### src/hw/sdr_pkg.sv
`default_nettype none

package sdr_pkg;

  // Edge geometry and packet field widths
  localparam int NUM_COLS = 2;
  localparam int ADDR_W   = 8;
  localparam int DATA_W   = 16;
  localparam int X_W      = 4;
  localparam int Y_W      = 3;

  // Receive FIFO depth sets the initial credit count on the transmit side
  localparam int LG_FIFO_DEPTH = 3;
  localparam int FIFO_DEPTH    = 1 << LG_FIFO_DEPTH;

  // One token goes back for every 2^LG_DECIMATION dequeued packets
  localparam int LG_DECIMATION = 1;

  localparam int CREDIT_W = LG_FIFO_DEPTH + 1; // Must hold the full depth
  localparam logic [CREDIT_W-1:0] INIT_CREDITS  = CREDIT_W'(FIFO_DEPTH);
  localparam logic [CREDIT_W-1:0] TOKEN_CREDITS = CREDIT_W'(1 << LG_DECIMATION);

  typedef struct packed {
    logic [ADDR_W-1:0] addr;
    logic [DATA_W-1:0] data;
    logic [X_W-1:0]    src_x;
    logic [Y_W-1:0]    src_y;
  } fwd_packet_s;

  typedef struct packed {
    logic [DATA_W-1:0] data;
    logic [X_W-1:0]    dst_x;
    logic [Y_W-1:0]    dst_y;
  } rev_packet_s;

  // Valid and data flow one way, ready_and_rev flows back against them
  typedef struct packed {
    logic        v;
    fwd_packet_s data;
    logic        ready_and_rev;
  } fwd_chan_s;

  typedef struct packed {
    logic        v;
    rev_packet_s data;
    logic        ready_and_rev;
  } rev_chan_s;

  typedef struct packed {
    fwd_chan_s fwd;
    rev_chan_s rev;
  } link_sif_s;

  typedef struct packed {
    logic uplink_reset;
    logic downstream_reset;
  } chan_reset_s;

endpackage

`default_nettype wire
### src/hw/sdr_north_edge.sv
`default_nettype none

module sdr_north_edge (
  input  wire logic                                             core_clk_i,
  input  wire logic                                             arst_n_i,
  input  wire logic [sdr_pkg::NUM_COLS-1:0]                     core_reset_i,
  output logic [sdr_pkg::NUM_COLS-1:0][1:0]                     core_reset_o,

  input  wire sdr_pkg::link_sif_s [sdr_pkg::NUM_COLS-1:0]       core_link_sif_i,
  output sdr_pkg::link_sif_s [sdr_pkg::NUM_COLS-1:0]            core_link_sif_o,

  input  wire logic [sdr_pkg::NUM_COLS-1:0][sdr_pkg::X_W-1:0]   core_global_x_i,
  input  wire logic [sdr_pkg::NUM_COLS-1:0][sdr_pkg::Y_W-1:0]   core_global_y_i,
  output logic [sdr_pkg::NUM_COLS-1:0][sdr_pkg::X_W-1:0]        core_global_x_o,
  output logic [sdr_pkg::NUM_COLS-1:0][sdr_pkg::Y_W-1:0]        core_global_y_o,

  input  wire logic                                             async_uplink_reset_i,
  input  wire logic                                             async_downstream_reset_i,
  input  wire logic [sdr_pkg::NUM_COLS-1:0]                     fwd_link_i_disable_i,
  input  wire logic [sdr_pkg::NUM_COLS-1:0]                     fwd_link_o_disable_i,
  input  wire logic [sdr_pkg::NUM_COLS-1:0]                     rev_link_i_disable_i,
  input  wire logic [sdr_pkg::NUM_COLS-1:0]                     rev_link_o_disable_i,

  output sdr_pkg::fwd_packet_s [sdr_pkg::NUM_COLS-1:0]          io_fwd_link_data_o,
  output logic [sdr_pkg::NUM_COLS-1:0]                          io_fwd_link_v_o,
  input  wire logic [sdr_pkg::NUM_COLS-1:0]                     io_fwd_link_token_i,
  input  wire sdr_pkg::fwd_packet_s [sdr_pkg::NUM_COLS-1:0]     io_fwd_link_data_i,
  input  wire logic [sdr_pkg::NUM_COLS-1:0]                     io_fwd_link_v_i,
  output logic [sdr_pkg::NUM_COLS-1:0]                          io_fwd_link_token_o,

  output sdr_pkg::rev_packet_s [sdr_pkg::NUM_COLS-1:0]          io_rev_link_data_o,
  output logic [sdr_pkg::NUM_COLS-1:0]                          io_rev_link_v_o,
  input  wire logic [sdr_pkg::NUM_COLS-1:0]                     io_rev_link_token_i,
  input  wire sdr_pkg::rev_packet_s [sdr_pkg::NUM_COLS-1:0]     io_rev_link_data_i,
  input  wire logic [sdr_pkg::NUM_COLS-1:0]                     io_rev_link_v_i,
  output logic [sdr_pkg::NUM_COLS-1:0]                          io_rev_link_token_o
);

  sdr_pkg::chan_reset_s [sdr_pkg::NUM_COLS-1:0] fwd_reset;
  sdr_pkg::chan_reset_s [sdr_pkg::NUM_COLS-1:0] rev_reset;

  // One synchronizer pair serves the whole edge
  sdr_reset_ctrl reset_ctrl (
    .core_clk_i, .arst_n_i,
    .async_uplink_reset_i, .async_downstream_reset_i,
    .fwd_link_i_disable_i, .fwd_link_o_disable_i,
    .rev_link_i_disable_i, .rev_link_o_disable_i,
    .fwd_reset_o (fwd_reset),
    .rev_reset_o (rev_reset)
  );

  for (genvar c = 0; c < sdr_pkg::NUM_COLS; c++) begin : col
    sdr_link_north link (
      .core_clk_i, .arst_n_i,
      .core_reset_i        (core_reset_i[c]),        .core_reset_o        (core_reset_o[c]),
      .core_link_sif_i     (core_link_sif_i[c]),     .core_link_sif_o     (core_link_sif_o[c]),
      .core_global_x_i     (core_global_x_i[c]),     .core_global_y_i     (core_global_y_i[c]),
      .core_global_x_o     (core_global_x_o[c]),     .core_global_y_o     (core_global_y_o[c]),
      .fwd_reset_i         (fwd_reset[c]),           .rev_reset_i         (rev_reset[c]),
      .io_fwd_link_data_o  (io_fwd_link_data_o[c]),  .io_fwd_link_v_o     (io_fwd_link_v_o[c]),
      .io_fwd_link_token_i (io_fwd_link_token_i[c]), .io_fwd_link_data_i  (io_fwd_link_data_i[c]),
      .io_fwd_link_v_i     (io_fwd_link_v_i[c]),     .io_fwd_link_token_o (io_fwd_link_token_o[c]),
      .io_rev_link_data_o  (io_rev_link_data_o[c]),  .io_rev_link_v_o     (io_rev_link_v_o[c]),
      .io_rev_link_token_i (io_rev_link_token_i[c]), .io_rev_link_data_i  (io_rev_link_data_i[c]),
      .io_rev_link_v_i     (io_rev_link_v_i[c]),     .io_rev_link_token_o (io_rev_link_token_o[c])
    );
  end

endmodule

`default_nettype wire

### src/hw/sdr_link_north.sv
`default_nettype none

module sdr_link_north (
  input  wire logic                       core_clk_i,
  input  wire logic                       arst_n_i,
  input  wire logic                       core_reset_i,
  output logic [1:0]                      core_reset_o,

  input  wire sdr_pkg::link_sif_s         core_link_sif_i,
  output sdr_pkg::link_sif_s              core_link_sif_o,

  input  wire logic [sdr_pkg::X_W-1:0]    core_global_x_i,
  input  wire logic [sdr_pkg::Y_W-1:0]    core_global_y_i,
  output logic [sdr_pkg::X_W-1:0]         core_global_x_o,
  output logic [sdr_pkg::Y_W-1:0]         core_global_y_o,

  input  wire sdr_pkg::chan_reset_s       fwd_reset_i,
  input  wire sdr_pkg::chan_reset_s       rev_reset_i,

  output sdr_pkg::fwd_packet_s            io_fwd_link_data_o,
  output logic                            io_fwd_link_v_o,
  input  wire logic                       io_fwd_link_token_i,
  input  wire sdr_pkg::fwd_packet_s       io_fwd_link_data_i,
  input  wire logic                       io_fwd_link_v_i,
  output logic                            io_fwd_link_token_o,

  output sdr_pkg::rev_packet_s            io_rev_link_data_o,
  output logic                            io_rev_link_v_o,
  input  wire logic                       io_rev_link_token_i,
  input  wire sdr_pkg::rev_packet_s       io_rev_link_data_i,
  input  wire logic                       io_rev_link_v_i,
  output logic                            io_rev_link_token_o
);

  logic                     core_reset_r;
  logic [sdr_pkg::X_W-1:0]  core_global_x_r;
  logic [sdr_pkg::Y_W-1:0]  core_global_y_r;

  sdr_pkg::chan_reset_s     fwd_reset;
  sdr_pkg::chan_reset_s     rev_reset;

  logic                     fwd_ready_lo, fwd_v_lo;
  logic                     rev_ready_lo, rev_v_lo;
  sdr_pkg::fwd_packet_s     fwd_data_lo;
  sdr_pkg::rev_packet_s     rev_data_lo;

  // Reset and coordinates are re-registered here so they can fan out across the die
  always_ff @(posedge core_clk_i or negedge arst_n_i) begin
    if (!arst_n_i) core_reset_r <= 1'b0;
    else core_reset_r <= core_reset_i;
  end

  always_ff @(posedge core_clk_i) begin
    core_global_x_r <= core_global_x_i;
    core_global_y_r <= core_global_y_i;
  end

  assign core_reset_o    = {2{core_reset_r}};
  assign core_global_x_o = core_global_x_r;
  assign core_global_y_o = core_global_y_r;

  // Local core reset holds all four channel halves
  assign fwd_reset.uplink_reset     = fwd_reset_i.uplink_reset | core_reset_r;
  assign fwd_reset.downstream_reset = fwd_reset_i.downstream_reset | core_reset_r;
  assign rev_reset.uplink_reset     = rev_reset_i.uplink_reset | core_reset_r;
  assign rev_reset.downstream_reset = rev_reset_i.downstream_reset | core_reset_r;

  sdr_credit_tx #(.payload_t(sdr_pkg::fwd_packet_s)) fwd_tx (
    .core_clk_i, .arst_n_i,
    .uplink_reset_i (fwd_reset.uplink_reset),
    .core_v_i       (core_link_sif_i.fwd.v),
    .core_data_i    (core_link_sif_i.fwd.data),
    .core_ready_o   (fwd_ready_lo),
    .link_v_o       (io_fwd_link_v_o),
    .link_data_o    (io_fwd_link_data_o),
    .link_token_i   (io_fwd_link_token_i)
  );

  sdr_credit_rx #(.payload_t(sdr_pkg::fwd_packet_s)) fwd_rx (
    .core_clk_i, .arst_n_i,
    .downstream_reset_i (fwd_reset.downstream_reset),
    .link_v_i           (io_fwd_link_v_i),
    .link_data_i        (io_fwd_link_data_i),
    .link_token_o       (io_fwd_link_token_o),
    .core_v_o           (fwd_v_lo),
    .core_data_o        (fwd_data_lo),
    .core_ready_i       (core_link_sif_i.fwd.ready_and_rev)
  );

  sdr_credit_tx #(.payload_t(sdr_pkg::rev_packet_s)) rev_tx (
    .core_clk_i, .arst_n_i,
    .uplink_reset_i (rev_reset.uplink_reset),
    .core_v_i       (core_link_sif_i.rev.v),
    .core_data_i    (core_link_sif_i.rev.data),
    .core_ready_o   (rev_ready_lo),
    .link_v_o       (io_rev_link_v_o),
    .link_data_o    (io_rev_link_data_o),
    .link_token_i   (io_rev_link_token_i)
  );

  sdr_credit_rx #(.payload_t(sdr_pkg::rev_packet_s)) rev_rx (
    .core_clk_i, .arst_n_i,
    .downstream_reset_i (rev_reset.downstream_reset),
    .link_v_i           (io_rev_link_v_i),
    .link_data_i        (io_rev_link_data_i),
    .link_token_o       (io_rev_link_token_o),
    .core_v_o           (rev_v_lo),
    .core_data_o        (rev_data_lo),
    .core_ready_i       (core_link_sif_i.rev.ready_and_rev)
  );

  always_comb begin
    core_link_sif_o.fwd.v             = fwd_v_lo;
    core_link_sif_o.fwd.data          = fwd_data_lo;
    core_link_sif_o.fwd.ready_and_rev = fwd_ready_lo; // Transmitter can take a packet
    core_link_sif_o.rev.v             = rev_v_lo;
    core_link_sif_o.rev.data          = rev_data_lo;
    core_link_sif_o.rev.ready_and_rev = rev_ready_lo;
  end

endmodule

`default_nettype wire

### src/hw/sdr_credit_rx.sv
`default_nettype none

module sdr_credit_rx #(
  parameter type payload_t = logic
) (
  input  wire logic     core_clk_i,
  input  wire logic     arst_n_i,
  input  wire logic     downstream_reset_i,

  input  wire logic     link_v_i,
  input  wire payload_t link_data_i,
  output logic          link_token_o,

  output logic          core_v_o,
  output payload_t      core_data_o,
  input  wire logic     core_ready_i
);

  payload_t mem_r [sdr_pkg::FIFO_DEPTH];

  logic [sdr_pkg::LG_FIFO_DEPTH-1:0] wr_ptr_r;
  logic [sdr_pkg::LG_FIFO_DEPTH-1:0] rd_ptr_r;
  logic [sdr_pkg::LG_FIFO_DEPTH:0]   count_r;
  logic [sdr_pkg::LG_FIFO_DEPTH:0]   count_next;
  logic [sdr_pkg::LG_DECIMATION-1:0] dec_cnt_r;
  logic                              token_r;
  logic                              enq;
  logic                              deq;

  // The sender's credits guarantee a free entry for every valid it sends
  assign enq = link_v_i & ~downstream_reset_i;
  assign deq = core_v_o & core_ready_i;

  // Fall-through read, the head entry is visible as soon as it is written
  assign core_v_o    = (count_r != '0);
  assign core_data_o = mem_r[rd_ptr_r];

  always_comb begin
    count_next = count_r;
    if (enq) count_next = count_next + 1'b1;
    if (deq) count_next = count_next - 1'b1;
  end

  always_ff @(posedge core_clk_i or negedge arst_n_i) begin
    if (!arst_n_i) begin
      wr_ptr_r <= '0;
      rd_ptr_r <= '0;
      count_r  <= '0;
    end else if (downstream_reset_i) begin
      wr_ptr_r <= '0;
      rd_ptr_r <= '0;
      count_r  <= '0;
    end else begin
      if (enq) wr_ptr_r <= wr_ptr_r + 1'b1; // Pointers wrap with the depth
      if (deq) rd_ptr_r <= rd_ptr_r + 1'b1;
      count_r <= count_next;
    end
  end

  always_ff @(posedge core_clk_i) begin
    if (enq) mem_r[wr_ptr_r] <= link_data_i;
  end

  // Token fires on the dequeue that wraps the decimation counter
  always_ff @(posedge core_clk_i or negedge arst_n_i) begin
    if (!arst_n_i) begin
      dec_cnt_r <= '0;
      token_r   <= 1'b0;
    end else if (downstream_reset_i) begin
      dec_cnt_r <= '0;
      token_r   <= 1'b0;
    end else begin
      if (deq) dec_cnt_r <= dec_cnt_r + 1'b1;
      token_r <= deq & (dec_cnt_r == '1);
    end
  end

  assign link_token_o = token_r;

endmodule

`default_nettype wire

### src/hw/sdr_credit_tx.sv
`default_nettype none

module sdr_credit_tx #(
  parameter type payload_t = logic
) (
  input  wire logic     core_clk_i,
  input  wire logic     arst_n_i,
  input  wire logic     uplink_reset_i,

  input  wire logic     core_v_i,
  input  wire payload_t core_data_i,
  output logic          core_ready_o,

  output logic          link_v_o,
  output payload_t      link_data_o,
  input  wire logic     link_token_i
);

  logic [sdr_pkg::CREDIT_W-1:0] credit_r;
  logic [sdr_pkg::CREDIT_W-1:0] credit_next;
  logic                         accept;
  logic                         link_v_r;
  payload_t                     link_data_r;

  assign core_ready_o = (credit_r != '0) & ~uplink_reset_i;
  assign accept       = core_v_i & core_ready_o;

  // A token and an accept can land in the same cycle
  always_comb begin
    credit_next = credit_r;
    if (accept) credit_next = credit_next - 1'b1;
    if (link_token_i) credit_next = credit_next + sdr_pkg::TOKEN_CREDITS;
  end

  always_ff @(posedge core_clk_i or negedge arst_n_i) begin
    if (!arst_n_i) begin
      credit_r <= sdr_pkg::INIT_CREDITS;
      link_v_r <= 1'b0;
    end else if (uplink_reset_i) begin
      credit_r <= sdr_pkg::INIT_CREDITS;
      link_v_r <= 1'b0;
    end else begin
      credit_r <= credit_next;
      link_v_r <= accept; // One pulse per packet
    end
  end

  always_ff @(posedge core_clk_i) begin
    if (accept) link_data_r <= core_data_i;
  end

  assign link_v_o    = link_v_r;
  assign link_data_o = link_data_r;

endmodule

`default_nettype wire

### src/hw/sdr_reset_ctrl.sv
`default_nettype none

module sdr_reset_ctrl (
  input  wire logic                          core_clk_i,
  input  wire logic                          arst_n_i,

  input  wire logic                          async_uplink_reset_i,
  input  wire logic                          async_downstream_reset_i,

  input  wire logic [sdr_pkg::NUM_COLS-1:0]  fwd_link_i_disable_i,
  input  wire logic [sdr_pkg::NUM_COLS-1:0]  fwd_link_o_disable_i,
  input  wire logic [sdr_pkg::NUM_COLS-1:0]  rev_link_i_disable_i,
  input  wire logic [sdr_pkg::NUM_COLS-1:0]  rev_link_o_disable_i,

  output sdr_pkg::chan_reset_s [sdr_pkg::NUM_COLS-1:0] fwd_reset_o,
  output sdr_pkg::chan_reset_s [sdr_pkg::NUM_COLS-1:0] rev_reset_o
);

  // Two-stage synchronizers, bit 1 is the settled value
  logic [1:0] uplink_sync_r;
  logic [1:0] downstream_sync_r;

  logic uplink_reset;
  logic downstream_reset;

  // Channels come out of a global reset still held, until the inputs are seen low
  always_ff @(posedge core_clk_i or negedge arst_n_i) begin
    if (!arst_n_i) begin
      uplink_sync_r     <= 2'b11;
      downstream_sync_r <= 2'b11;
    end else begin
      uplink_sync_r     <= {uplink_sync_r[0], async_uplink_reset_i};
      downstream_sync_r <= {downstream_sync_r[0], async_downstream_reset_i};
    end
  end

  assign uplink_reset     = uplink_sync_r[1];
  assign downstream_reset = downstream_sync_r[1];

  // Output disables hold the transmit half, input disables hold the receive half
  always_comb begin
    for (int c = 0; c < sdr_pkg::NUM_COLS; c++) begin
      fwd_reset_o[c].uplink_reset     = uplink_reset | fwd_link_o_disable_i[c];
      fwd_reset_o[c].downstream_reset = downstream_reset | fwd_link_i_disable_i[c];
      rev_reset_o[c].uplink_reset     = uplink_reset | rev_link_o_disable_i[c];
      rev_reset_o[c].downstream_reset = downstream_reset | rev_link_i_disable_i[c];
    end
  end

endmodule

`default_nettype wire

### config.mk
export PLATFORM = sky130hd
export DESIGN_NAME = sdr_north_edge
export DESIGN_NICKNAME = d
export VERILOG_FILES = /design/src/hw/sdr_pkg.sv /design/src/hw/sdr_north_edge.sv /design/src/hw/sdr_link_north.sv /design/src/hw/sdr_credit_rx.sv /design/src/hw/sdr_credit_tx.sv /design/src/hw/sdr_reset_ctrl.sv
export SDC_FILE = /design/constraint.sdc
export NUM_CORES = 1
export LEC_CHECK = 0
export BUFFER_PORTS_ARGS = -buffer_cell sky130_fd_sc_hd__buf_2
export CAP_MARGIN = 25
export CELL_PAD_IN_SITES_DETAIL_PLACEMENT = 0
export CELL_PAD_IN_SITES_GLOBAL_PLACEMENT = 2
export CORE_ASPECT_RATIO = 0.7
export CORE_MARGIN = 2
export CORE_UTILIZATION = 40
export CTS_CLUSTER_DIAMETER = 40
export DETAILED_ROUTE_END_ITERATION = 16
export GPL_TIMING_DRIVEN = 0
export PLACE_DENSITY = 0.82
export SLEW_MARGIN = 40
export SYNTH_ARGS = -nofsm -noshare
export SYNTH_HDL_FRONTEND = slang
export SYNTH_SLANG_ARGS = --single-unit
### constraint.sdc
create_clock -name core_clk_i -period 3.65 [get_ports core_clk_i]
set_input_delay 0.5475 -clock core_clk_i [delete_from_list [all_inputs] [get_ports core_clk_i]]
set_output_delay 0.5475 -clock core_clk_i [all_outputs]
set_load 0.1 [all_outputs]
### Yosys cells after proc, flatten, opt, wreduce, memory -nomap -nowiden

Memory sizes are Yosys's and may differ from the RTL's.
Cells that the tools add are included.

| operators by class | value |
|---|---|
| $add $sub $neg | 28 |
| $mul | 0 |
| div/mod/pow operators | 0 |
| order comparisons | 0 |
| equal/unequal tests | 0 |
| shift operators | 0 |
| mux-type cells | 64 |
| bitwise gates (word level) | 44 |
| reductions and logical operators | 16 |

Operator list:

| cell | number |
|---|---|
| two-way mux 4 bit | 24 |
| two-way mux 3 bit | 16 |
| nonzero test 4 bit | 8 |
| subtractor 4 x 1 -> 4 bit, second input constant | 8 |
| adder 3 x 1 -> 3 bit, second input constant | 8 |
| two-way mux 1 bit | 24 |
| AND 1 bit | 20 |
| adder 4 x 1 -> 4 bit, second input constant | 4 |
| adder 4 x 2 -> 4 bit, second input constant | 4 |
| OR 1 bit | 16 |
| nonzero test 2 bit | 8 |
| NOT 1 bit | 8 |
| adder 1 bit, second input constant | 4 |

| storage, ports and cells | value |
|---|---|
| bits in registers | 196 |
| bits in latches | 0 |
| RAM bits | 864 |
| ROM bits | 0 |
| bits of input ports | 260 |
| output and inout port bits | 250 |
| memories | 4 |

Memory list:

| memory | words | bits a word | read ports | clocked after Yosys merged registers in | write ports | RTL line | RTL |
|---|---|---|---|---|---|---|---|
| col[0].link.fwd_rx.mem_r | 8 | 31 | 1 | 0 | 1 | sdr_credit_rx.sv:19 | `payload_t mem_r [sdr_pkg::FIFO_DEPTH];` |
| col[1].link.fwd_rx.mem_r | 8 | 31 | 1 | 0 | 1 | sdr_credit_rx.sv:19 |  |
| col[0].link.rev_rx.mem_r | 8 | 23 | 1 | 0 | 1 | sdr_credit_rx.sv:19 |  |
| col[1].link.rev_rx.mem_r | 8 | 23 | 1 | 0 | 1 | sdr_credit_rx.sv:19 |  |

### Logic depth before layout (Yosys ltp)

Gate-level depths: netlist of the first run.

| logic depth | value |
|---|---|
| depth after elaboration | 9 |
| mapped depth | 11 |

### Cells and area by module

A second synthesis of the first run with hierarchy kept.

| second synthesis, totals | value |
|---|---|
| cell total of the unflattened synthesis | 1,870 |
| area total of the unflattened synthesis | 41,319.6 um^2 |

Modules (own cells, without submodules):

| module | times used | cells each | area an instance (um^2) | seq. area each (um^2) |
|---|---|---|---|---|
| sdr_credit_rx at col[0].link.fwd_rx ... | 2 | 437 | 10,266.1 | 7,747.4 |
| sdr_credit_rx at col[0].link.rev_rx ... | 2 | 344 | 7,698.6 | 5,825.6 |
| sdr_credit_tx at col[0].link.fwd_tx ... | 2 | 69 | 1,311.3 | 1,057.3 |
| sdr_credit_tx at col[0].link.rev_tx ... | 2 | 61 | 1,071.0 | 817.0 |
| sdr_link_north | 2 | 18 | 235.2 | 165.2 |
| sdr_reset_ctrl | 1 | 12 | 155.1 | 105.1 |

### Worst setup path before layout of the first run

No wires, ideal clock.

| timing path | value |
|---|---|
| kind | input-to-reg |
| from | input io_fwd_link_v_i[0] in the netlist's numbering |
| to | memory col[0].link.fwd_rx.mem_r[0][0] in the netlist's numbering, enable pin |
| setup time | 458 ps |
| arrival | 3,660 ps |
| required time | 3,192 ps |
| setup slack | -468 ps |
| stages on the path | 4 |
| cell sequence | buf_2 or4b_1 or2_2 nor3_1 |

| between the ends | value |
|---|---|
| longest elaborated chain between the ends | 3 |

Ends and longest elaborated chain:

| element | RTL line | RTL |
|---|---|---|
| from (decl) | sdr_north_edge.sv:28 | `input wire logic [sdr_pkg::NUM_COLS-1:0] io_fwd_link_v_i,` |
| AND 1 bit | sdr_credit_rx.sv:31 | `assign enq = link_v_i & ~downstream_reset_i;` |
| two-way mux 1 bit | sdr_credit_rx.sv:61 | `if (enq) mem_r[wr_ptr_r] <= link_data_i;` |
| two-way mux 1 bit (not written as such) | sdr_credit_rx.sv:61 |  |
| to (decl) | sdr_credit_rx.sv:19 |  |

No other way between the ends.

==> results summary, run 1 <==
Traced cell by cell, the critical path runs through buf_2 -> buf_4 -> mux4_2 -> mux2_2 -> buf_2. On the final layout, the worst hold slack is 0.05659 ns. The proportion of synthesized flip-flops having asynchronous set or reset is 0.06981. The net count after synthesis is 2,152. The distinct cell type count of the synthesized netlist came out at 50. The slack of the worst reg-to-reg path is 0.65 ns. In this run the core area contains 97 standard-cell rows. The synthesized instance count is 1,868. The clock transition at the registers of the reported paths is 0.06 ns. The tree is rooted in a sky130_fd_sc_hd__clkbuf_16. The overflow left after global routing came out at 0. The number of nets in the finished design is 2,979. The initial DRC count is 1,698. Tracing the worst setup path back leads to its startpoint at col[1].link.rev_rx.rd_ptr_r[0]$_DFFE_PN0P_.

By area, the combinational part of the netlist is dominated by multiplexers. The power density normalized to cell area came out at 518.4 mW/mm^2. The flow ran to the end, and the final reports show no timing, DRC or antenna violations. In the post-route analysis, the smallest setup slack over all paths is 0.1464 ns. The setup clock skew after layout came out at 0.04722 ns. The pin count of the biggest net entering global routing came out at 45. The slew of the pin with the lowest slew margin is 0.8549 ns. The cell area reported after detailed placement came out at 0.04597 mm^2.

The post-synthesis simple-gate area fraction came out at 0.03052. The number of fill cells came out at 7,887. Timing analysis after detailed placement gives a worst setup slack of about 0.44 ns. The number of failing hold endpoints at the final stage came out at 0. The maximum clock rate came out at 285.4 MHz. Max-cap violations in this run came to 0. The design area is 0.05127 mm^2. After legalization and detailed placement, the total HPWL measured 63.73 mm. Counting cells, the worst reg-to-reg path comes to 9. TritonCTS created about 120 clock buffers.

The count of unresolved DRC violations after routing came out at 0. The path class of the tightest hold or removal check is input pin to register. The first global-routing pass estimated roughly 140 mm of wire. The arrival time at the worst endpoint is 2.96 ns. The clock period could shrink to 3.504 ns. Routability-driven placement finished with a final weighted congestion of between 0.7 and 0.8.

The required time of the critical path came out at between 3 and 4 ns. The die area came out at a little over 0.1 mm^2. The initial core utilization is 0.4037. The share of the cycle needed by the critical path after routing came out at 0.9599. The cell family contributing the most delay on the critical path is buffers and inverters.

The average cell area after synthesis is 21.64 um^2. The signed area change from the synthesized netlist to the final layout came out at 26.84%. The most used flip-flop cell after synthesis is sky130_fd_sc_hd__edfxtp_1. The adder-cell share of the synthesized area came out at 0.007430.

The type of element launching the critical path is a register. The cell type with the largest total area after synthesis is sky130_fd_sc_hd__edfxtp_1. The final max-slew violation count was 0. The count of input and output buffers came out at 508. The complex-gate fraction of the synthesized area is 0.008327. On the worst path, the slowest cell contributes a delay of 0.54 ns. 510 I/O pins were placed. The mux cell area share after synthesis is 0.1551. The worst register-to-register path begins at col[0].link.core_reset_r$_DFF_PN0_.

The TritonCTS clock tree is done. The cell repeated most along the worst path is sky130_fd_sc_hd__buf_2. The share of post-route cells with drive strength above 1 came out at 0.4380. The top-area cell type share of the netlist area came out at 0.7222. The overall die width came out at 383.9 um. In this run the most critical hold path is launched from core_link_sif_i[105]. The slowest cell on the critical path is sky130_fd_sc_hd__mux4_2. The xor/xnor share of the synthesized area is 0.009318. By area the synthesized netlist is led by sky130_fd_sc_hd__edfxtp_1 72%, sky130_fd_sc_hd__mux4_2 12%, sky130_fd_sc_hd__dfrtp_1 4.1%. The die extent in y is 270.0 um. The number of setup buffers added after CTS is 0.

The share of synthesized area occupied by flip-flops and latches is 0.7752. Dividing the detail-routed wire length by the instance count gives 22.58 um. The total routed wirelength is just over 90 mm. The synthesis warning total is 0.

The reg-to-reg endpoint is col[0].link.fwd_tx.credit_r[3]$_DFF_PN1_. The later-pin clock latency in the skew report came out at 0.73 ns. Measured on the finished design, the core utilization comes to 0.5120.

The number of buffers and inverters on the critical path is 3. The synthesized design contains 972 enable-type register cells. The number of buffers on the longest clock path came out at 3.

The via count came out at 21,192. The critical path is of the register to output pin type. The final setup TNS is 0 ns. In this run the standard cell core region covers 0.1001 mm^2. The count of nets left with antenna violations after detail routing came out at 0. VDD sags by at most 0.0004035 V.

The netlist area before placement came out at 0.04042 mm^2. The number of global-route vias before repair is 22,060. The H-tree depth reported by CTS came out at 3. The total global routing track utilization is 0.1796.

The flip-flop and latch count after synthesis is 1,060. The headroom to the max-slew limit came out at 0.4301. The critical path runs through a total of 5 cells. STA classifies the critical path endpoint as an output pin. The highest fanout seen on the critical path came out at 10. The most critical setup path has its endpoint at core_link_sif_o[61]. Using the TritonRoute via totals, the vias-per-cell ratio works out to 5.128. The initial antenna violation count is 16.

Before antenna repair, the detailed router went through 5 iterations. The leakage power came out at 17.74 nW. The final setup violation count is 0. The clock net in this run drives a total of 1,060 sinks.
[routing by layer]
layer / wire [um] / GRT usage
met4: 2348 / 0.05377
met2: 45770 / 0.2905
met5: 125 / 0
met1: 39320 / 0.2418
met3: 5766 / 0.04336
[logic make-up after synthesis]
logic type / count (synthesis)
and+or+nand+nor: 232
xor gates and xnor gates: 43
buffers and inverters: 122
muxes: 342
AOI/OAI and AO/OA: 45
adders and majority gates: 24
DFF: 1060
[metrics by stage]
| step | cells | power (mW) |
|---|---|---|
| 2_1_floorplan | 1868 | 14.30 |
| 5_1_grt | 4132 | 27.39 |
| 4_1_cts | 4128 | 26.83 |
| 6_report | 4133 | 26.58 |
| 3_3_place_gp | 3712 | 14.68 |
| 3_5_place_dp | 3787 | 14.73 |
[cell usage in the layout, fill, tap and decap left out, drive strengths merged, types with 22 or more instances in the layout]
master / n
mux2: 114
nor3: 22
dfrtp: 66
nand2: 49
edfxtp: 972
inv: 41
nor2: 66
dlygate4sd3: 126
clkinv: 34
clkbuf: 191
ha: 24
xor2: 24
mux4: 216
buf: 632
[how the worst min path moves through the flow]
stage	cells past startpoint	end	slack, ns
4_1_cts	1	col[1].link.fwd_tx.link_data_o[21]$_DFFE_PN_	0.0006
6_report	1	col[1].link.fwd_tx.link_data_o[21]$_DFFE_PN_	0.06
3_3_place_gp	0	reset_ctrl.uplink_sync_r[1]$_DFF_PN1_	0.35
2_1_floorplan	0	col[0].link.core_reset_r$_DFF_PN0_	0.25
3_5_place_dp	0	reset_ctrl.uplink_sync_r[1]$_DFF_PN1_	0.35
5_1_grt	1	col[1].link.fwd_tx.link_data_o[21]$_DFFE_PN_	0.005
[layout make-up]
type	count	area (um^2)	area share
clock inverters	73	957.2	0.01867
inverters	24	90.09	0.001757
diodes	5	12.51	0.0002441
well taps	1336	1672	0.03261
clock buffers	142	3022	0.05894
repair buffers	709	4910	0.09577
multi-input cells	686	8748	0.1706
plain buffers	98	524.3	0.01023
flip-flops and latches	1060	31330	0.6111
[registers in the layout, summed over array words and instances, names as in the netlist, 8 cells and up]
register                     cells
col.link.fwd_rx.mem_r          496
col.link.rev_rx.count_r          8
col.link.fwd_rx.count_r          8
col.link.fwd_tx.link_data_o     62
col.link.rev_rx.mem_r          368
col.link.core_global_x_o         8
col.link.rev_tx.credit_r         8
col.link.rev_tx.link_data_o     46
col.link.fwd_tx.credit_r         8
[cell usage after synthesis (6+ instances only)]
cell / n
sky130_fd_sc_hd__inv_1: 24
sky130_fd_sc_hd__nand3_1: 20
sky130_fd_sc_hd__dfrtp_1: 66
sky130_fd_sc_hd__nand2b_1: 17
sky130_fd_sc_hd__nand2_1: 45
sky130_fd_sc_hd__o211ai_1: 11
sky130_fd_sc_hd__ha_1: 24
sky130_fd_sc_hd__clkbuf_1: 49
sky130_fd_sc_hd__buf_2: 25
sky130_fd_sc_hd__xor2_1: 24
sky130_fd_sc_hd__nor4_1: 6
sky130_fd_sc_hd__mux2i_1: 12
sky130_fd_sc_hd__dfxtp_1: 14
sky130_fd_sc_hd__nor3_1: 19
sky130_fd_sc_hd__a21oi_1: 7
sky130_fd_sc_hd__and2_1: 7
sky130_fd_sc_hd__mux2_2: 114
sky130_fd_sc_hd__or3b_2: 7
sky130_fd_sc_hd__nand4_1: 9
sky130_fd_sc_hd__nor2b_1: 11
sky130_fd_sc_hd__buf_4: 20
sky130_fd_sc_hd__xnor2_1: 19
sky130_fd_sc_hd__mux4_2: 216
sky130_fd_sc_hd__dfstp_2: 8
sky130_fd_sc_hd__edfxtp_1: 972
sky130_fd_sc_hd__nor2_1: 66
[repair_timing]
item                                    4_1_cts  5_1_grt
gates cloned                                  0        0
endpoints found under the setup margin      107        1
gates resized for setup                      26        1
hold endpoints to repair                    155        0
hold buffers                                126        0
[power by group]
group / internal [mW] / total [mW] / leakage (nW) / switching, mW
Clock: 7.06 / 12.0 / 1.91 / 4.93
Combinational: 0.368 / 1.22 / 5.96 / 0.851
Sequential: 13.3 / 13.4 / 9.87 / 0.0349
Power figures use the tool's default switching activity.
==> run 2: changes to the inputs <==
Settings changed: CORE_MARGIN 2 to 10.
Clock period 3.65 ns to 3.1 ns, I/O delays scaled along.
==> results summary, run 2 (same netlist as run 1, synthesis figures left out) <==
The flow ran to the end, and the final reports show no timing, DRC or antenna violations. The final setup violation count is 0 (unchanged). The clock network fraction of total power came out at 0.429 (-0.022).

For this run, the top clock speed supported by timing is ~330 MHz. Counting flops per register, the top entry is col.link.fwd_rx.mem_r. The combinational power share came out at 0.053 (+0.007). The detailed-placement wirelength estimate is 67.15 mm (+5.4%). The power density normalized to cell area is 574.0 mW/mm^2 (+11%). The type of the worst min-delay path is input pin to register. The number of clock sinks is 1,060 (unchanged). The flip-flop count of the largest register after layout was 496 (unchanged). The initial antenna violation count came out at 13 (-3). Leaving out fill and tap cells, the most frequent cells in the layout are 972 x sky130_fd_sc_hd__edfxtp_1, 401 x sky130_fd_sc_hd__buf_2, 236 x sky130_fd_sc_hd__dlygate4sd3_1. The overflow left after global routing is 0 (unchanged). The total routed wirelength came to 98.46 mm (+5.5%). The total global routing track utilization is 0.1706 (-0.009050). The number of max-cap violations is 0 (unchanged). The final core utilization is 0.5281 (+0.01613). The clock transition at the registers of the reported paths came out at 0.06 ns (about the same). The placement row count came out at 97 (unchanged). The minimum clock period after layout came out at 2.992 ns. The arrival time at the worst endpoint is 2.53 ns (-0.43 ns).

The number of failing hold endpoints at the final stage is 0 (unchanged). The first-pass GRT wire length came out at 148.1 mm (+6.7%). The pin count of the biggest net entering global routing is 44 (-2.2%). The worst setup path is captured at an output pin. The share of the cycle needed by the critical path after routing is 0.9653.

The initial core utilization is 0.4037 (unchanged). The final setup TNS came to 0 ns (unchanged). The number of vias per cell after detailed routing came out at 5.096 (-0.62%). The number of nets in the finished design was 3,077 (+3.3%). met2 is the most crowded layer. The net switching power figure is 6.864 mW (+18%). The highest fanout seen on the critical path was 10 (unchanged). The headroom to the max-slew limit came out at 0.5168 (+0.08672).

The slew of the pin with the lowest slew margin came to 0.7248 ns (-0.1301 ns). The sequential share of power is 0.519 (+0.016). The via count was 21,549 (+1.7%). The commonest non-fill, non-tap cell in the layout is sky130_fd_sc_hd__edfxtp_1. The number of fill cells came to 7,606 (-3.6%). The leakage power is 18.22 nW (+2.7%). The met1 usage in global routing was 0.2296 (-0.01218). The critical path class is register to output pin.

The global placement routability congestion is 0.9333 (+20%). The number of detailed-route iterations in the first pass came to 5 (unchanged). The later-pin clock latency in the skew report is 0.71 ns (-0.02 ns). The met3 track utilization from global routing is 0.04863 (+0.005270). The number of global-route vias before repair is 23,458 (+6.3%). The number of buffers on the longest clock path came to 3 (unchanged). The wire length per cell is 23.28 um (+3.1%). The final max-slew violation count is 0 (unchanged). The type of element launching the critical path is a register. The boundary pin count is 510 (unchanged).

The required time of the critical path came out at 2.63 ns (-0.47 ns). TritonCTS built the clock tree. The number of clock buffers inserted by TritonCTS is 112 (-3.4%).

The core area is 0.1001 mm^2 (unchanged). The largest voltage drop on the vdd net came to 0.0004859 V (+20%). The count of unresolved DRC violations after routing is 0 (unchanged).

The die extent in y came out at 286.0 um (+5.9%). The count of input and output buffers was 508 (unchanged). The total power is 30.36 mW (+14%). The overall die width came out at 399.9 um (+4.2%). From synthesis to final layout, the design area changed by 30.84%. The initial DRC count is 1,371 (-19%). The die area is 0.1144 mm^2 (+10%). The H-tree depth reported by CTS was 3 (unchanged). The met2 demand-to-capacity share in global routing was 0.2725 (-0.01803). The root buffer cell chosen for the clock tree is sky130_fd_sc_hd__clkbuf_16. The setup clock skew after layout is 0.03511 ns (-0.01211 ns). The share of post-route cells with drive strength above 1 came out at 0.4236 (-0.01447).

The switching fraction of total power is 0.2261 (+0.007162). The cell internal power dissipation came out at 23.49 mW (+13%). The count of nets left with antenna violations after detail routing came to 0 (unchanged).
==> run 2: cell types whose count changed in the layout (fill, tap and decap cells not counted), sizes merged <==
cell,change
diode,+3
dlygate4sd3,+110
inv,+2
clkinv,+6
clkbuf,-12
clkinvlp,+3
bufinv,-10
buf,-6
==> run 2: metal layers <==
layer,wire (um),vias up,share of wire
met4,2213,10,0.022
met3,7896,182,0.080
met2,47760,721,0.49
met5,66,-,0.00067
li1,-,9525,-
met1,40510,11111,0.41
==> run 2: timing repair <==
action / in CTS / in global routing
setup buffers: 0 / 4
hold buffers: 236 / 0
gates resized for setup: 240 / 49
endpoints found under the hold margin: 1006 / 0
setup endpoints to repair: 110 / 75
pin swaps: 0 / 0
==> run 2: area by class of cell <==
type,count,area [um^2],share of cell area
antenna,8,20.02,0.0003786
sequential,1060,31330,0.5925
timing repair buffer,813,6439,0.1218
buffer,96,912.1,0.01725
clock buffer,132,2888,0.05461
clock inverter,74,750.7,0.01420
multi-input combinational,686,8775,0.1659
tap,1336,1672,0.03161
inverter,24,92.59,0.001751
==> run 2: worst paths after layout <==
path | startpoint | end | slack, ns | cells after the start
worst max-delay path | col[1].link.fwd_rx.rd_ptr_r[0]$_DFFE_PN0P_ | core_link_sif_o[105] | 0.11 | 5
worst min-delay path | io_fwd_link_data_i[58] | col[1].link.fwd_rx.mem_r[7][27]$_DFFE_PP_ | 0.06 | 1
worst max register to register | col[0].link.core_reset_r$_DFF_PN0_ | col[0].link.fwd_rx.mem_r[0][11]$_DFFE_PP_ | 0.20 | 5
worst min register to register | reset_ctrl.downstream_sync_r[0]$_DFF_PN1_ | reset_ctrl.downstream_sync_r[1]$_DFF_PN1_ | 0.35 | 0
max in group asynchronous | arst_n_i | col[0].link.fwd_tx.credit_r[3]$_DFF_PN1_ | 2.18 | 3
min in group asynchronous | arst_n_i | col[1].link.rev_rx.wr_ptr_r[2]$_DFFE_PN0P_ | 0.28 | 2
==> run 2: metrics by stage <==
stage	hold slack [ns]	cells	worst slack [ns]	cell area [um^2]
after CTS	0.001031	4217	0.0004237	52690
after floorplan	0.1694	1868	-0.1012	40440
after detailed placement	0.3473	3777	0.05043	46040
after global routing	0.01731	4224	-0.003157	52870
final	0.06286	4229	0.1077	52880
after global placement	0.3484	3712	-1.910	44660
==> run 2: critical path, cell delays in order, from the launching register on <==
cell and delay, ns:
sky130_fd_sc_hd__dfrtp_1 0.39, sky130_fd_sc_hd__buf_12 0.18, sky130_fd_sc_hd__buf_12 0.17, sky130_fd_sc_hd__mux4_2 0.53, sky130_fd_sc_hd__mux2_2 0.31, sky130_fd_sc_hd__buf_4 0.24
==> run 2: power by group through the flow <==
stage | Combinational, mW | Sequential, mW | Clock (mW)
after CTS | 1.60 | 15.7 | 13.3
after global placement | 1.25 | 16.0 | 0
after floorplan | 0.560 | 16.3 | 0
after global routing | 1.69 | 15.7 | 13.9
after detailed placement | 1.31 | 16.0 | 0
final | 1.59 | 15.7 | 13.0
==> run 3: changes to the inputs <==
Settings changed: CELL_PAD_IN_SITES_DETAIL_PLACEMENT 0 to not set, CELL_PAD_IN_SITES_GLOBAL_PLACEMENT 2 to not set, PLACE_DENSITY 0.82 to 0.68, SYNTH_HIERARCHICAL set to 1.
==> results summary, run 3 <==
The flow ran to the end, and the final reports show no timing, DRC or antenna violations. The required time of the critical path came to 2.63 ns (about the same). The top-area cell type share of the netlist area came out at 0.7064 (-0.01577). Leaving out fill and tap cells, the most frequent cell in the layout is sky130_fd_sc_hd__edfxtp_1. The slew of the pin with the lowest slew margin was 0.7531 ns (+0.02829 ns). The clock root buffer is sky130_fd_sc_hd__clkbuf_16. The flip-flop count of the largest register after layout is 496 (unchanged). The count of input and output buffers came out at 505 (-0.59%). TritonCTS built the clock tree. The total power came out at 30.32 mW (-0.11%). The overflow left after global routing came out at 0 (unchanged). By area the synthesized netlist is led by sky130_fd_sc_hd__edfxtp_1 71%, sky130_fd_sc_hd__mux4_1 9.9%, sky130_fd_sc_hd__dfrtp_1 4.0%. The number of nets in the finished design came to 3,067 (-0.32%).

The average cell area after synthesis was 22.10 um^2 (+2.1%). The sequential standard cell area came to 0.03133 mm^2 (about the same). The final setup TNS was 0 ns (unchanged). The design area is 0.05340 mm^2 (+0.97%).

The number of failing hold endpoints at the final stage came out at 0 (unchanged). The largest voltage drop on the vdd net is 0.0004303 V (-11%). The minimum clock period after layout came to 3.048 ns (+0.05536 ns). The net count after synthesis was 2,158 (+0.28%). The via count came out at 22,095 (+2.5%). The synthesis warning total is 6 (+6). The first-pass GRT wire length was 152.1 mm (+2.7%). The later-pin clock latency in the skew report came out at 0.71 ns (about the same).

The type of the worst min-delay path is input pin to register. The worst setup path is captured at an output pin. The slack of the worst reg-to-reg path came to 0.13 ns (-0.07 ns). The detailed-placement wirelength estimate was 71.50 mm (+6.5%).

The signed area change from the synthesized netlist to the final layout came out at 29.23%. The proportion of synthesized flip-flops having asynchronous set or reset came to 0.06981 (unchanged). The boundary pin count came out at 510 (unchanged). The count of unresolved DRC violations after routing is 0 (unchanged).

The number of vias per cell after detailed routing came to 5.215 (+2.3%). The share of post-route cells with drive strength above 1 is 0.3833 (-0.04027). The synthesized instance count is 1,870 (+0.11%). The setup clock skew after layout came out at 0.04583 ns (+0.01072 ns). Leaving out fill and tap cells, the most frequent cells in the layout are 972 x sky130_fd_sc_hd__edfxtp_1, 445 x sky130_fd_sc_hd__buf_2, 203 x sky130_fd_sc_hd__dlygate4sd3_1. The headroom to the max-slew limit came out at 0.4980 (-0.01886).

The cell type with the largest total area after synthesis is sky130_fd_sc_hd__edfxtp_1. Ranked by instance count, the synthesized netlist is headed by 972 x sky130_fd_sc_hd__edfxtp_1, 156 x sky130_fd_sc_hd__mux4_1, 116 x sky130_fd_sc_hd__mux2_2, 68 x sky130_fd_sc_hd__nor2_1, 66 x sky130_fd_sc_hd__dfrtp_1. The final cell count without fillers is 4,237 (+0.19%). The netlist area before placement is 0.04132 mm^2 (+2.2%). The register with the most flip-flops is col.link/fwd_rx/mem_r.

The overall die width was 404.2 um (+1.1%). The total global routing track utilization came out at 0.1725 (+0.001970). The maximum clock rate is 328.1 MHz (-1.8%). The final setup violation count is 0 (unchanged). The number of fill cells came out at 7,821 (+2.8%).

The leakage power is 18.71 nW (+2.7%). The final max-slew violation count is 0 (unchanged). The type of element launching the critical path is a register. The placement row count is 98 (+1.0%). The cell depth of the worst min-delay path is 1 (unchanged). The number of buffers on the longest clock path came out at 3 (unchanged). The number of detailed-route iterations in the first pass came out at 7 (+2). The number of clock sinks came out at 1,060 (unchanged). The highest fanout seen on the critical path came out at 10 (unchanged). The area taken by multi-input logic gates came to 0.009603 mm^2 (+9.4%). The pin count of the biggest net entering global routing is 50 (+14%). The core area is 0.1023 mm^2 (+2.1%). The count of nets left with antenna violations after detail routing is 0 (unchanged).

The global placement routability congestion is 0.8346 (-11%). The placed cell count is 3,815 (+1.0%). The flip-flop and latch count after synthesis was 1,060 (unchanged). The number of global-route vias before repair is 23,179 (-1.2%). The share of synthesized area occupied by flip-flops and latches came out at 0.7582 (-0.01692). The critical path class is register to output pin. The wire length per cell is 24.45 um (+5.0%). Yosys instantiated no cell more often than sky130_fd_sc_hd__edfxtp_1. The initial core utilization was 0.4041 (about the same). The number of max-cap violations is 0 (unchanged).

The initial antenna violation count came to 12 (-1). The final core utilization came out at 0.5222 (-0.005989). The number of enable-type register cells in the synthesized netlist was 972 (unchanged). For this run, the leading register cell type out of synthesis is sky130_fd_sc_hd__edfxtp_1. The cell count of the worst reg-to-reg path came out at 9 (+4). The clock transition at the registers of the reported paths is 0.06 ns (about the same).

The die extent in y came out at 288.9 um (+1.0%). The distinct cell type count of the synthesized netlist is 50 (unchanged). The arrival time at the worst endpoint is 2.58 ns (+0.05 ns). The number of clock buffers inserted by TritonCTS came out at 110 (-1.8%). The H-tree depth reported by CTS is 3 (unchanged). The initial DRC count was 1,627 (+19%).

The power density normalized to cell area was 567.9 mW/mm^2 (-1.1%). The die area was 0.1168 mm^2 (+2.1%). The cell area reported after detailed placement is 0.04706 mm^2 (+2.2%).

Setup repair after global routing could not meet its margin everywhere. The total routed wirelength came out at 103.6 mm (+5.2%). The share of the cycle needed by the critical path after routing is 0.9831 (+0.01786).
run 3: final cells by class:
cell class / count / area share
tap: 1350 / 0.03163
inverter: 20 / 0.001406
sequential: 1060 / 0.5868
clock inverter: 77 / 0.01539
clock buffer: 131 / 0.05436
buffer: 95 / 0.01467
multi-input combinational: 692 / 0.1798
timing repair buffer: 800 / 0.1154
antenna: 12 / 0.0005624
run 3: timing repair:
item	in CTS	in global routing
pin swaps	1	0
endpoints found under the hold margin	773	0
hold buffers	203	0
setup endpoints to repair	119	96
gates resized for setup	152	54
setup buffers	1	1
run 3: path summary, 6_finish.rpt:
path | start | end
worst min-delay path | io_fwd_link_data_i[23] | col[0].link/fwd_rx/mem_r[0][23]$_DFFE_PP_
max in group asynchronous | arst_n_i | col[0].link/rev_rx/rd_ptr_r[0]$_DFFE_PN0P_
worst max-delay path | col[0].link/fwd_rx/rd_ptr_r[0]$_DFFE_PN0P_ | core_link_sif_o[55]
worst max register to register | reset_ctrl/downstream_sync_r[1]$_DFF_PN1_ | col[0].link/rev_rx/mem_r[0][5]$_DFFE_PP_
worst min register to register | reset_ctrl/uplink_sync_r[0]$_DFF_PN1_ | reset_ctrl/uplink_sync_r[1]$_DFF_PN1_
min in group asynchronous | arst_n_i | col[1].link/rev_tx/credit_r[2]$_DFF_PN0_
run 3: power by group:
part	internal, mW	switching [mW]	leakage (nW)
combinational	0.481	0.966	7.07
sequential	15.7	0.0380	9.87
clock	7.36	5.78	1.77
total	23.5	6.79	18.7
run 3: critical path: stages, from the launching register on:
cell	delay, ns
sky130_fd_sc_hd__dfrtp_1	0.37
sky130_fd_sc_hd__buf_6	0.18
sky130_fd_sc_hd__buf_6	0.20
sky130_fd_sc_hd__mux4_1	0.59
sky130_fd_sc_hd__mux2_2	0.31
sky130_fd_sc_hd__buf_4	0.24
run 3: stage by stage:
stage	hold WS, ns	worst slack, ns
floorplan	0.1694	-0.7332
global placement	0.3485	-3.472
detailed placement	0.3476	-0.5375
CTS	0.001831	-0.01562
global route	0.001911	-0.04567
finish	0.05339	0.05235
run 3: logic make-up (layout without fill, tap and decap cells):
kind of cell               after synthesis  in the layout  synth area share
DFF                                   1060           1060            0.7582
muxes                                  348            348            0.1674
and+or+nand+nor                        228            228           0.03173
buffers and inverters                  118           1123           0.01732
AOI/OAI and AO/OA                       52             52          0.009206
xor gates and xnor gates                36             36          0.007631
adders and majority gates               28             28          0.008479
other                                    0             12                 0
run 3: routing by layer:
| metal | GRT usage | up-vias | routed length, um |
|---|---|---|---|
| met3 | 0.04103 | 129 | 7307 |
| met1 | 0.2383 | 11454 | 44520 |
| li1 | - | 9650 | - |
| met4 | 0.04633 | 2 | 2266 |
| met2 | 0.2749 | 860 | 49480 |
| met5 | 0 | - | 7 |
